$ cat config.mk
export PLATFORM = sky130hd
export DESIGN_NAME = hb_control_top
export DESIGN_NICKNAME = d
export VERILOG_FILES = /design/src/hw/hb_pkg.sv /design/src/hw/hb_control_top.sv /design/src/hw/gate_driver.sv /design/src/hw/dead_time.sv /design/src/hw/tank_switching.sv /design/src/hw/startup_seq.sv /design/src/hw/adc_frontend.sv
export SDC_FILE = /design/constraint.sdc
export NUM_CORES = 1
export LEC_CHECK = 0
export ABC_AREA = 1
export BUFFER_PORTS_ARGS = -buffer_cell sky130_fd_sc_hd__buf_4
export CAP_MARGIN = 10
export CORE_MARGIN = 1.5
export CORE_UTILIZATION = 30
export DETAILED_ROUTE_END_ITERATION = 12
export HOLD_SLACK_MARGIN = 0.08
export PLACE_DENSITY = 0.57
export SLEW_MARGIN = 30
export SYNTH_ARGS = -nofsm -noshare
export SYNTH_HDL_FRONTEND = slang
export SYNTH_HIERARCHICAL = 1
export SYNTH_SLANG_ARGS = --single-unit
$ cat constraint.sdc
create_clock -name ADA_DCO -period 1.5 [get_ports ADA_DCO]
set_input_delay 0 -clock ADA_DCO [delete_from_list [all_inputs] [get_ports ADA_DCO]]
set_output_delay 0 -clock ADA_DCO [all_outputs]
set_load 0.01 [all_outputs]
$ cat src/hw/hb_pkg.sv
package hb_pkg;

   // ============================================================
   // tank adc
   // ============================================================

   localparam int ADC_W = 14;

   // signed two's complement sample from the tank adc
   typedef logic signed [ADC_W-1:0] adc_sample_t;

   // clamp levels used under over-range
   localparam adc_sample_t ADC_POS_FULL = 14'sh1FFF;
   localparam adc_sample_t ADC_NEG_FULL = 14'sh2000;

   // ============================================================
   // gates and switching
   // ============================================================

   // one bit per mosfet gate
   typedef logic [3:0] gate_t;

   // leg 1 high and low side
   localparam int Q1_BIT = 0;
   localparam int Q3_BIT = 2;
   // leg 2 high and low side
   localparam int Q2_BIT = 1;
   localparam int Q4_BIT = 3;

   // phase shift of leg 2 in clock cycles
   typedef logic [7:0] angle_t;
   localparam angle_t PHI_MAX = 8'd90;

   // dead time select and counter
   typedef logic [1:0] dt_sel_t;
   typedef logic [7:0] dt_cnt_t;

   // dead time in cycles per select value
   localparam dt_cnt_t DEADTIME_TABLE [4] = '{8'd8, 8'd2, 8'd4, 8'd6};

   // ============================================================
   // start-up sequence
   // ============================================================

   typedef logic [7:0] startup_cnt_t;

   // last count of bootstrap charging
   localparam startup_cnt_t BOOT_END = 8'd10;
   // last count of tank precharge
   localparam startup_cnt_t CHARGE_END = 8'd14;

   // both low sides on to charge the bootstrap caps
   localparam gate_t GATES_BOOT = 4'b1100;
   // q1 and q4 on to precharge the tank
   localparam gate_t GATES_CHARGE = 4'b1001;

   typedef enum logic [1:0] {
      PH_OFF,
      PH_BOOT,
      PH_CHARGE,
      PH_RUN
   } startup_phase_t;

endpackage
$ cat src/hw/hb_control_top.sv
`timescale 1ns/1ps

module hb_control_top (
   // adc data clock, clocks the whole core
   input  logic                ADA_DCO,
   input  logic                i_rst_n,
   // tank adc
   input  hb_pkg::adc_sample_t i_ada_data,
   input  logic                i_ada_or,
   // converter enable level
   input  logic                i_enable,
   // leg 2 phase shift in cycles
   input  hb_pkg::angle_t      i_phi,
   // dead time select
   input  hb_pkg::dt_sel_t     i_dt_sel,
   // mosfet gates q1 to q4
   output hb_pkg::gate_t       o_q,
   output logic                o_adc_over_range,
   output logic                o_converter_on
);

   import hb_pkg::*;

   adc_sample_t    sample;
   startup_phase_t phase;
   gate_t          cmd;
   gate_t          gates_dt;

   // ============================================================
   // sensing and start-up
   // ============================================================

   adc_frontend u_adc_frontend (
      .ADA_DCO      (ADA_DCO),
      .i_rst_n      (i_rst_n),
      .i_ada_data   (i_ada_data),
      .i_ada_or     (i_ada_or),
      .o_sample     (sample),
      .o_over_range (o_adc_over_range)
   );

   startup_seq u_startup_seq (
      .ADA_DCO        (ADA_DCO),
      .i_rst_n        (i_rst_n),
      .i_enable       (i_enable),
      .o_phase        (phase),
      .o_converter_on (o_converter_on)
   );

   // ============================================================
   // switching path
   // ============================================================

   tank_switching u_tank_switching (
      .ADA_DCO  (ADA_DCO),
      .i_rst_n  (i_rst_n),
      .i_sample (sample),
      .i_phi    (i_phi),
      .o_cmd    (cmd)
   );

   dead_time u_dead_time (
      .ADA_DCO  (ADA_DCO),
      .i_rst_n  (i_rst_n),
      .i_cmd    (cmd),
      .i_dt_sel (i_dt_sel),
      .o_gates  (gates_dt)
   );

   // final gate stage with start-up patterns
   gate_driver u_gate_driver (
      .ADA_DCO  (ADA_DCO),
      .i_rst_n  (i_rst_n),
      .i_enable (i_enable),
      .i_phase  (phase),
      .i_gates  (gates_dt),
      .o_q      (o_q)
   );

endmodule

$ cat src/hw/gate_driver.sv
`timescale 1ns/1ps

module gate_driver (
   input  logic                   ADA_DCO,
   input  logic                   i_rst_n,
   // enable level, gates off when low
   input  logic                   i_enable,
   // current start-up phase
   input  hb_pkg::startup_phase_t i_phase,
   // dead-timed run gates
   input  hb_pkg::gate_t          i_gates,
   // mosfet gate outputs
   output hb_pkg::gate_t          o_q
);

   import hb_pkg::*;

   gate_t pattern;
   logic  leg1_short;
   logic  leg2_short;

   // gate pattern per start-up phase
   always_comb begin
      pattern = '0;
      if (i_enable) begin
         case (i_phase)
            PH_BOOT:   pattern = GATES_BOOT;
            PH_CHARGE: pattern = GATES_CHARGE;
            PH_RUN:    pattern = i_gates;
            default:   pattern = '0;
         endcase
      end
   end

   // ============================================================
   // shoot-through block
   // ============================================================

   // high and low side of one leg on together
   assign leg1_short = pattern[Q1_BIT] & pattern[Q3_BIT];
   assign leg2_short = pattern[Q2_BIT] & pattern[Q4_BIT];

   // registered gate outputs
   always_ff @(posedge ADA_DCO) begin
      if (!i_rst_n) begin
         o_q <= '0;
      end else if (leg1_short || leg2_short) begin
         // all off on any short
         o_q <= '0;
      end else begin
         o_q <= pattern;
      end
   end

endmodule

$ cat src/hw/dead_time.sv
`timescale 1ns/1ps

module dead_time (
   input  logic            ADA_DCO,
   input  logic            i_rst_n,
   // gate command from the switching logic
   input  hb_pkg::gate_t   i_cmd,
   // dead time select
   input  hb_pkg::dt_sel_t i_dt_sel,
   // gates with delayed turn-on
   output hb_pkg::gate_t   o_gates
);

   import hb_pkg::*;

   // selected dead time in cycles
   dt_cnt_t dt_len;

   // one turn-on counter per gate
   dt_cnt_t on_cnt_q [4];

   assign dt_len = DEADTIME_TABLE[i_dt_sel];

   // ============================================================
   // per gate delay
   // ============================================================

   always_ff @(posedge ADA_DCO) begin
      if (!i_rst_n) begin
         o_gates <= '0;
         for (int i = 0; i < 4; i++) begin
            on_cnt_q[i] <= '0;
         end
      end else begin
         for (int i = 0; i < 4; i++) begin
            if (!i_cmd[i]) begin
               // turn-off passes at once
               o_gates[i]  <= 1'b0;
               on_cnt_q[i] <= '0;
            end else if (on_cnt_q[i] >= dt_len) begin
               // command held high for the whole dead time
               o_gates[i] <= 1'b1;
            end else begin
               // still inside the dead time
               on_cnt_q[i] <= on_cnt_q[i] + 8'd1;
            end
         end
      end
   end

endmodule

$ cat src/hw/tank_switching.sv
`timescale 1ns/1ps

module tank_switching (
   input  logic                ADA_DCO,
   input  logic                i_rst_n,
   // conditioned tank sample
   input  hb_pkg::adc_sample_t i_sample,
   // phase shift of leg 2 in cycles
   input  hb_pkg::angle_t      i_phi,
   // four-gate command before dead time
   output hb_pkg::gate_t       o_cmd
);

   import hb_pkg::*;

   // ============================================================
   // leg 1 from the tank sign
   // ============================================================

   logic leg1_q;
   logic leg1_d;
   logic leg1_change;

   // high while the sample is not negative
   assign leg1_d      = ~i_sample[ADC_W-1];
   assign leg1_change = (leg1_d != leg1_q);

   always_ff @(posedge ADA_DCO) begin
      if (!i_rst_n) begin
         leg1_q <= 1'b0;
      end else begin
         leg1_q <= leg1_d;
      end
   end

   // ============================================================
   // leg 2 phase shift
   // ============================================================

   angle_t phi_sat;
   angle_t dly_cnt_q;
   logic   leg2_q;
   logic   pending;

   // angles above the limit act as the limit
   assign phi_sat = (i_phi > PHI_MAX) ? PHI_MAX : i_phi;

   // leg 2 still has to catch up with leg 1
   assign pending = (leg2_q != leg1_q);

   always_ff @(posedge ADA_DCO) begin
      if (!i_rst_n) begin
         dly_cnt_q <= '0;
         leg2_q    <= 1'b0;
      end else begin
         if (leg1_change) begin
            // new edge on leg 1, restart the delay
            dly_cnt_q <= '0;
         end else if (pending && (dly_cnt_q < phi_sat)) begin
            dly_cnt_q <= dly_cnt_q + 8'd1;
         end
         // copy leg 1 once the delay has run out
         // >= covers an angle lowered during the delay
         if (pending && !leg1_change && (dly_cnt_q >= phi_sat)) begin
            leg2_q <= leg1_q;
         end
      end
   end

   // ============================================================
   // gate command
   // ============================================================

   // complementary pair per leg
   always_comb begin
      o_cmd         = '0;
      o_cmd[Q1_BIT] = leg1_q;
      o_cmd[Q3_BIT] = ~leg1_q;
      o_cmd[Q2_BIT] = leg2_q;
      o_cmd[Q4_BIT] = ~leg2_q;
   end

endmodule

$ cat src/hw/startup_seq.sv
`timescale 1ns/1ps

module startup_seq (
   input  logic                   ADA_DCO,
   input  logic                   i_rst_n,
   // enable level, low forces the bridge off
   input  logic                   i_enable,
   output hb_pkg::startup_phase_t o_phase,
   // converter running
   output logic                   o_converter_on
);

   import hb_pkg::*;

   // ============================================================
   // start-up counter
   // ============================================================

   startup_cnt_t cnt_q;
   startup_phase_t phase_d;

   // counts while enabled, holds once past the precharge window
   always_ff @(posedge ADA_DCO) begin
      if (!i_rst_n) begin
         cnt_q <= '0;
      end else if (!i_enable) begin
         cnt_q <= '0;
      end else if (cnt_q <= CHARGE_END) begin
         cnt_q <= cnt_q + 8'd1;
      end
   end

   // ============================================================
   // phase state machine
   // ============================================================

   // next phase from the current count
   always_comb begin
      if (!i_enable) begin
         phase_d = PH_OFF;
      end else if (cnt_q <= BOOT_END) begin
         // low sides on, bootstrap caps charging
         phase_d = PH_BOOT;
      end else if (cnt_q <= CHARGE_END) begin
         // tank precharge
         phase_d = PH_CHARGE;
      end else begin
         phase_d = PH_RUN;
      end
   end

   // phase register, first boot cycle one edge after enable
   always_ff @(posedge ADA_DCO) begin
      if (!i_rst_n) begin
         o_phase <= PH_OFF;
      end else begin
         o_phase <= phase_d;
      end
   end

   // run indicator
   assign o_converter_on = (o_phase == PH_RUN);

endmodule

$ cat src/hw/adc_frontend.sv
`timescale 1ns/1ps

module adc_frontend (
   input  logic                ADA_DCO,
   input  logic                i_rst_n,
   // raw tank sample, two's complement
   input  hb_pkg::adc_sample_t i_ada_data,
   // over-range flag from the adc
   input  logic                i_ada_or,
   output hb_pkg::adc_sample_t o_sample,
   output logic                o_over_range
);

   import hb_pkg::*;

   // next conditioned sample
   adc_sample_t sample_d;

   // clamp on over-range, otherwise undo the inverted sensing polarity
   always_comb begin
      if (i_ada_or) begin
         // raw negative full scale means the tank is past positive full scale
         if (i_ada_data == ADC_NEG_FULL) begin
            sample_d = ADC_POS_FULL;
         end else begin
            sample_d = ADC_NEG_FULL;
         end
      end else begin
         sample_d = -i_ada_data;
      end
   end

   // one register stage on the adc data clock
   always_ff @(posedge ADA_DCO) begin
      if (!i_rst_n) begin
         o_sample     <= '0;
         o_over_range <= 1'b0;
      end else begin
         o_sample     <= sample_d;
         // flag for the over-range indicator
         o_over_range <= i_ada_or;
      end
   end

endmodule

==> impl_metrics.xml, run 1 <==
<?xml version="1.0" encoding="UTF-8"?>
<metrics>
  <group name="critical_path">
    <metric name="timing.critical_path.buf_inv" unit="">4</metric>
    <metric name="path_delay_family" unit="">compound AO/OA/AOI/OAI gates</metric>
    <metric name="max_stage_delay" unit="ns">0.27</metric>
    <metric name="r2r-end" unit="">u_dead_time/on_cnt_q[0][1]</metric>
    <metric name="worst_r2r_path_depth" unit="">7</metric>
    <metric name="crit_type" unit="">in2reg</metric>
    <metric name="crit_path_cell_trace" unit="">buf_6, a21oi_2, o21bai_1, a21oi_2, buf_4, nand2_4, ha_4, nand2_2, a21oi_4, nor2_4, buf_4, buf_6, nand4_1, a21oi_1</metric>
    <metric name="worstPathArrival" unit="ns">1.67</metric>
    <metric name="r2r_slack" unit="ns">0.02</metric>
    <metric name="cp_max_fo" unit="">5</metric>
    <metric name="critical_path_required" unit="ns">1.69</metric>
    <metric name="worst-path-stages" unit="">14</metric>
    <metric name="slowest_cell_on_the_critical_path" unit="">ha_4</metric>
    <metric name="worstSetupEndpointType" unit="">register</metric>
    <metric name="rr_startpoint" unit="">u_dead_time/on_cnt_q[0][3]</metric>
    <metric name="critical_path.startpoint_type" unit="">input pin</metric>
  </group>
  <group name="timing">
    <metric name="final_min_period_over_clock_period" unit="%">98.5</metric>
    <metric name="final_max_slew_viol_count" unit="">0</metric>
    <metric name="timing_hold_violations_final" unit="">0</metric>
    <metric name="rsz0062_at_grt" unit="">true</metric>
    <metric name="max_freq" unit="MHz">677</metric>
    <metric name="timing_worst_slew_pin_value" unit="ns">0.541</metric>
    <metric name="timing.hold.ws" unit="ns">0.404</metric>
    <metric name="clock-skew-final" unit="ns">0.00359</metric>
    <metric name="setup_viol_count_final" unit="">0</metric>
    <metric name="layout_min_cycle_time" unit="ns">1.48</metric>
    <metric name="remaining_max_slew_budget_at_the_tightest_pin" unit="%">63.9</metric>
    <metric name="layout_setup_ws" unit="ns">0.0222</metric>
  </group>
  <group name="status">
    <metric name="outcome" unit="">complete, no violations</metric>
  </group>
  <group name="floorplan">
    <metric name="die_x" unit="um">113</metric>
    <metric name="die_height" unit="um">113</metric>
    <metric name="placementRows" unit="">39</metric>
    <metric name="ioPinCount" unit="">34</metric>
    <metric name="floorplan.initialDensity" unit="%">31.3</metric>
    <metric name="placeableCoreArea" unit="um2">11600</metric>
    <metric name="fp.dieArea" unit="um2">12800</metric>
  </group>
  <group name="power">
    <metric name="p_sw" unit="W">0.00101</metric>
    <metric name="cellInternalPower" unit="W">0.00353</metric>
    <metric name="seqPwrFrac" unit="%">41.6</metric>
    <metric name="irDropWorstVdd" unit="mV">0.646</metric>
    <metric name="combinationalPowerShare" unit="%">11.3</metric>
    <metric name="power.clock.fraction" unit="%">47.1</metric>
    <metric name="p_leak" unit="nW">2.39</metric>
    <metric name="swShare" unit="%">22.3</metric>
    <metric name="power-per-cell-area" unit="nW/um2">880</metric>
  </group>
  <group name="detailed_routing">
    <metric name="postRouteAntennaNets" unit="">0</metric>
    <metric name="vias" unit="">3061</metric>
    <metric name="finalWirelength" unit="mm">7.38</metric>
    <metric name="routedWlPerCell" unit="um">10.6</metric>
    <metric name="remaining_drc_errors" unit="">0</metric>
    <metric name="drt-vias-per-instance" unit="">4.40</metric>
    <metric name="dr.pass1.iters" unit="">4</metric>
    <metric name="drt_iter0_drc" unit="">173</metric>
  </group>
  <group name="layout">
    <metric name="num-fill-cells" unit="">1132</metric>
    <metric name="final_design_area_no_fill" unit="um2">5160</metric>
    <metric name="layout.core_utilization" unit="%">44.5</metric>
    <metric name="area_delta_synth_final" unit="%">42.2</metric>
    <metric name="nets" unit="">604</metric>
    <metric name="antenna_cells_inserted" unit="">0</metric>
    <metric name="post_route_cells_drive_above_1_share" unit="%">34.7</metric>
  </group>
  <group name="clock_network">
    <metric name="root_buffer" unit="">clkbuf_16</metric>
    <metric name="cts.htree.levels" unit="">3</metric>
    <metric name="max-clock-path-buffers" unit="">2</metric>
    <metric name="clkSinkCount" unit="">62</metric>
    <metric name="worst_setup_hold_path_clk_slew" unit="ns">0.05</metric>
    <metric name="clock_insertion_delay_worst_skew" unit="ns">0.32</metric>
    <metric name="cts_tree" unit="">done</metric>
    <metric name="numCtsBuffers" unit="">9</metric>
  </group>
  <group name="min_path">
    <metric name="timing.hold.worst.class" unit="">in2reg</metric>
    <metric name="hold_path_end" unit="">u_tank_switching/dly_cnt_q[1]</metric>
    <metric name="hold_path_depth" unit="">8</metric>
    <metric name="worst_hold_startpoint" unit="">i_phi[2]</metric>
  </group>
  <group name="place">
    <metric name="gp_congestion" unit="">0.752</metric>
    <metric name="io_buffers" unit="">33</metric>
    <metric name="dpl_cell_area" unit="um2">4360</metric>
    <metric name="dp_worst_setup_slack" unit="ns">-0.351</metric>
    <metric name="post-dp-hpwl" unit="mm">5.13</metric>
  </group>
  <group name="global_routing">
    <metric name="grtUsageTotal" unit="%">11.6</metric>
    <metric name="globalRouteOverflowTotal" unit="">0</metric>
    <metric name="grt_pass1_wl" unit="mm">12.2</metric>
    <metric name="number_of_antenna_violations_at_the_first_check_in_global_routing" unit="">0</metric>
    <metric name="first_global_vias" unit="">2850</metric>
    <metric name="grt_start_max_net_pins" unit="">14</metric>
  </group>
  <group name="synth">
    <metric name="synth.cell_area" unit="um2">3630</metric>
    <metric name="post_synth_inst_count" unit="">442</metric>
    <metric name="synth.yosys.warnings" unit="">6</metric>
    <metric name="postSynthAreaPerCell" unit="um2">8.21</metric>
  </group>
  <group name="job">
    <metric name="maxCapViolations" unit="">0</metric>
  </group>
</metrics>
-- sequential cells by signal (all words and copies together), names as in the netlist --
signal,cells
u_tank_switching/dly_cnt_q,8
u_dead_time/o_gates,4
u_adc_frontend/o_over_range,1
u_startup_seq/o_phase,2
u_adc_frontend/o_sample,1
u_tank_switching/leg2_q,1
u_gate_driver/o_q,4
u_dead_time/on_cnt_q,32
u_tank_switching/leg1_q,1
u_startup_seq/cnt_q,8
-- routing by layer --
metal / share of wire, % / GRT usage (%) / vias to the layer above
met5: 0 / 0 / -
met4: 0.42 / 2.75 / 0
met3: 4.1 / 3.48 / 4
met2: 50 / 19.5 / 50
met1: 45 / 14.7 / 1393
li1: - / - / 1614
-- layout by cell type (no fill, tap or decap), drive strengths merged, types with 9 or more instances in the layout --
| master | instances |
|---|---|
| a21oi | 18 |
| nand4 | 13 |
| edfxtp | 32 |
| nand3 | 33 |
| conb | 13 |
| buf | 75 |
| ha | 28 |
| nor2 | 73 |
| inv | 69 |
| xor2 | 9 |
| dfxtp | 30 |
| nand2 | 123 |
| clkbuf | 12 |
-- worst reg2reg max path: stages, from the launching register on --
cell and delay, ns:
edfxtp_1 0.44, ha_4 0.31, nand2_1 0.05, inv_1 0.06
nand2_2 0.07, buf_4 0.13, nand3_2 0.11, nor2_1 0.05
-- worst max path at each step --
stage	startpoint	endpoint	slack (ns)
3_5_place_dp	i_phi[0]	u_tank_switching/dly_cnt_q[4]	-0.35
4_1_cts	i_phi[0]	u_tank_switching/dly_cnt_q[4]	0.003
2_1_floorplan	i_phi[0]	u_tank_switching/leg2_q	0.01
3_3_place_gp	i_phi[0]	u_tank_switching/dly_cnt_q[3]	-0.19
5_1_grt	i_phi[1]	u_tank_switching/dly_cnt_q[6]	-0.09
6_report	i_phi[1]	u_tank_switching/dly_cnt_q[6]	0.02
-- what timing repair did --
| action | 4_1_cts | 5_1_grt |
|---|---|---|
| hold endpoints to repair | 9 | 0 |
| hold buffers | 6 | 0 |
| setup buffers | 1 | 7 |
| cloned | 1 | 4 |
| setup endpoints to repair | 41 | 62 |
| pin swaps | 5 | 47 |
| resized for setup | 8 | 70 |
-- stage by stage --
| stage | std cells | setup TNS [ns] | total power [W] |
|---|---|---|---|
| 2_1_floorplan | 453 | 0 | 0.00215 |
| 3_3_place_gp | 661 | -4.93 | 0.00233 |
| 3_5_place_dp | 661 | -6.59 | 0.00234 |
| 4_1_cts | 685 | 0 | 0.00453 |
| 5_1_grt | 696 | -1.22 | 0.00475 |
| 6_report | 696 | 0 | 0.00455 |
-- power groups by stage --
stage / Clock (W) / Sequential, W / Combinational [W]
after floorplan: 0 / 0.00192 / 0.000237
after global placement: 0 / 0.00192 / 0.000407
after detailed placement: 0 / 0.00192 / 0.000417
after CTS: 0.00221 / 0.00189 / 0.000442
after global routing: 0.00227 / 0.00190 / 0.000581
final: 0.00214 / 0.00189 / 0.000515
-- area by class of cell --
| type | instances | area, um2 | area share (%) |
|---|---|---|---|
| timing repair buffer | 81 | 653 | 12.6 |
| tap | 143 | 179 | 3.46 |
| multi-input combinational | 323 | 2190 | 42.4 |
| sequential | 62 | 1570 | 30.3 |
| inverter | 71 | 269 | 5.21 |
| clock buffer | 12 | 236 | 4.58 |
| clock inverter | 4 | 71.3 | 1.38 |
(Power assumes the default switching activity.)
==> inputs of run 2 (changes only) <==
Settings changed: BUFFER_PORTS_ARGS -buffer_cell sky130_fd_sc_hd__buf_4 to -buffer_cell sky130_fd_sc_hd__buf_2.
==> run 2 against run 1 <==
  * Sequential share of layout area rose by 1.5 points
  * Hold slack gained 0.042 ns
  * Clock power shrank 8%
  * Core utilization is 2.2 points lower
  * Critical path type is now reg2reg
  * Count of clock-buffer cells in the layout shrank 1
  * Critical endpoint unchanged
  * Global-route usage down 0.050 points
  * Wire length is 2.2% lower
  * Setup slack better by 0.0057 ns
==> impl_metrics.xml, run 2 (synthesis results as in run 1) <==
<?xml version="1.0" encoding="UTF-8"?>
<metrics>
  <group name="critical_path">
    <metric name="cp_max_fo" unit="">5</metric>
    <metric name="critical_path.startpoint_type" unit="">register</metric>
    <metric name="critical_path_required" unit="ns">1.75</metric>
    <metric name="crit_type" unit="">reg2reg</metric>
    <metric name="worstPathArrival" unit="ns">1.72</metric>
    <metric name="worstSetupEndpointType" unit="">register</metric>
  </group>
  <group name="layout">
    <metric name="largest-register" unit="">u_dead_time/on_cnt_q</metric>
    <metric name="final_design_area_no_fill" unit="um2">4910</metric>
    <metric name="area_delta_synth_final" unit="%">35.1</metric>
    <metric name="post_route_cells_drive_above_1_share" unit="%">31.4</metric>
    <metric name="largest_register_ffs" unit="">32</metric>
    <metric name="reg.largest.list" unit="">u_dead_time/on_cnt_q (32), u_startup_seq/cnt_q (8), u_tank_switching/dly_cnt_q (8)</metric>
    <metric name="mostFrequentLayoutCells" unit="">nand2_1 (90), inv_1 (60), nor2_1 (51), buf_4 (33), edfxtp_1 (32)</metric>
    <metric name="final_common_cell" unit="">nand2_1</metric>
    <metric name="antenna_cells_inserted" unit="">0</metric>
    <metric name="nets" unit="">599</metric>
  </group>
  <group name="clock_network">
    <metric name="clkSinkCount" unit="">62</metric>
    <metric name="clock_insertion_delay_worst_skew" unit="ns">0.32</metric>
    <metric name="root_buffer" unit="">clkbuf_16</metric>
    <metric name="numCtsBuffers" unit="">9</metric>
    <metric name="max-clock-path-buffers" unit="">2</metric>
    <metric name="cts_tree" unit="">done</metric>
    <metric name="cts.htree.levels" unit="">3</metric>
    <metric name="worst_setup_hold_path_clk_slew" unit="ns">0.05</metric>
  </group>
  <group name="power">
    <metric name="combinationalPowerShare" unit="%">11.1</metric>
    <metric name="irDropWorstVdd" unit="mV">0.594</metric>
    <metric name="power.clock.fraction" unit="%">45.4</metric>
    <metric name="power-per-cell-area" unit="nW/um2">884</metric>
    <metric name="swShare" unit="%">23.2</metric>
    <metric name="design_power_total" unit="W">0.00434</metric>
    <metric name="p_sw" unit="W">0.00101</metric>
    <metric name="seqPwrFrac" unit="%">43.6</metric>
    <metric name="p_leak" unit="nW">2.32</metric>
    <metric name="cellInternalPower" unit="W">0.00333</metric>
  </group>
  <group name="timing">
    <metric name="max_freq" unit="MHz">679</metric>
    <metric name="layout_min_cycle_time" unit="ns">1.47</metric>
    <metric name="timing_hold_violations_final" unit="">0</metric>
    <metric name="timing_worst_slew_pin_value" unit="ns">0.510</metric>
    <metric name="setup_viol_count_final" unit="">0</metric>
    <metric name="final_min_period_over_clock_period" unit="%">98.1</metric>
    <metric name="rsz0062_at_grt" unit="">true</metric>
    <metric name="layout_setup_ws" unit="ns">0.0280</metric>
    <metric name="final_max_slew_viol_count" unit="">0</metric>
    <metric name="clock-skew-final" unit="ns">0.00653</metric>
    <metric name="remaining_max_slew_budget_at_the_tightest_pin" unit="%">66.0</metric>
  </group>
  <group name="floorplan">
    <metric name="placementRows" unit="">39</metric>
    <metric name="floorplan.initialDensity" unit="%">31.3</metric>
    <metric name="die_height" unit="um">113</metric>
    <metric name="ioPinCount" unit="">34</metric>
    <metric name="fp.dieArea" unit="um2">12800</metric>
    <metric name="placeableCoreArea" unit="um2">11600</metric>
    <metric name="die_x" unit="um">113</metric>
  </group>
  <group name="detailed_routing">
    <metric name="remaining_drc_errors" unit="">0</metric>
    <metric name="dr.pass1.iters" unit="">4</metric>
    <metric name="drt_iter0_drc" unit="">87</metric>
    <metric name="finalWirelength" unit="mm">7.22</metric>
    <metric name="routedWlPerCell" unit="um">10.4</metric>
    <metric name="postRouteAntennaNets" unit="">0</metric>
    <metric name="vias" unit="">3015</metric>
    <metric name="drt-vias-per-instance" unit="">4.36</metric>
  </group>
  <group name="min_path">
    <metric name="timing.hold.worst.class" unit="">in2reg</metric>
  </group>
  <group name="place">
    <metric name="dpl_cell_area" unit="um2">4280</metric>
    <metric name="dp_worst_setup_slack" unit="ns">-0.268</metric>
    <metric name="io_buffers" unit="">33</metric>
    <metric name="post-dp-hpwl" unit="mm">5.15</metric>
    <metric name="gp_congestion" unit="">0.808</metric>
  </group>
  <group name="job">
    <metric name="maxCapViolations" unit="">0</metric>
  </group>
  <group name="global_routing">
    <metric name="first_global_vias" unit="">2954</metric>
    <metric name="grtUsageTotal" unit="%">11.6</metric>
    <metric name="grt_pass1_wl" unit="mm">12.1</metric>
    <metric name="grt_start_max_net_pins" unit="">14</metric>
    <metric name="number_of_antenna_violations_at_the_first_check_in_global_routing" unit="">0</metric>
    <metric name="globalRouteOverflowTotal" unit="">0</metric>
  </group>
  <group name="status">
    <metric name="outcome" unit="">complete, no violations</metric>
  </group>
</metrics>
-- run 2: worst paths after layout --
| kind | cells past startpoint | to | slack (ns) | from |
|---|---|---|---|---|
| max | 6 | u_tank_switching/dly_cnt_q[6] | 0.03 | u_tank_switching/dly_cnt_q[7] |
| min | 9 | u_tank_switching/leg2_q | 0.45 | i_phi[0] |
| max reg2reg | 6 | u_tank_switching/dly_cnt_q[6] | 0.03 | u_tank_switching/dly_cnt_q[7] |
| min reg2reg | 1 | u_tank_switching/leg1_q | 0.45 | u_adc_frontend/o_sample[13] |
-- run 2: final cells by class --
| cell class | count | area [um2] |
|---|---|---|
| Clock buffer | 11 | 233 |
| Clock inverter | 5 | 50.0 |
| Fill cell | 1163 | 6710 |
| Inverter | 71 | 269 |
| Multi-Input combinational cell | 323 | 2080 |
| Sequential cell | 62 | 1560 |
| Tap cell | 143 | 179 |
| Timing Repair Buffer | 76 | 531 |
-- run 2: critical path, cell delays in order, from the launching register on --
cell     delay [ns]
dfxtp_1        0.35
ha_1           0.26
a21o_1         0.19
nor2_4         0.19
buf_6          0.15
nand4_1        0.10
a21oi_2        0.15
-- run 2: per-layer routing --
| layer | share of wire, % | vias up | GRT usage (%) |
|---|---|---|---|
| li1 | - | 1601 | - |
| met1 | 46 | 1367 | 14.1 |
| met2 | 49 | 40 | 20.1 |
| met3 | 4.1 | 7 | 3.32 |
| met4 | 0.93 | 0 | 3.08 |
| met5 | 0 | - | 0 |
-- run 2: power groups by stage --
stage / Clock [W] / Sequential, W / Combinational (W)
after floorplan: 0 / 0.00192 / 0.000237
after global placement: 0 / 0.00192 / 0.000388
after detailed placement: 0 / 0.00192 / 0.000399
after CTS: 0.00202 / 0.00189 / 0.000422
after global routing: 0.00208 / 0.00190 / 0.000546
final: 0.00197 / 0.00189 / 0.000481
-- run 2: timing repair --
action / CTS / global route
buffers inserted: 0 / 2
cloned: 1 / 4
gates resized for setup: 6 / 49
endpoints found under the setup margin: 35 / 64
hold endpoints to repair: 5 / 0
hold buffers: 6 / 0
pin swaps: 5 / 32
-- run 2: per-stage QoR --
step,std cells,hold WS (ns),util (%),setup TNS [ns]
after floorplan,453,0.0935,-,0
after global placement,662,0.212,36.9,-4.54
after detailed placement,662,0.223,36.9,-5.15
after CTS,685,0.419,40.1,0
after global routing,691,0.475,42.2,-1.06
final,691,0.446,42.2,0
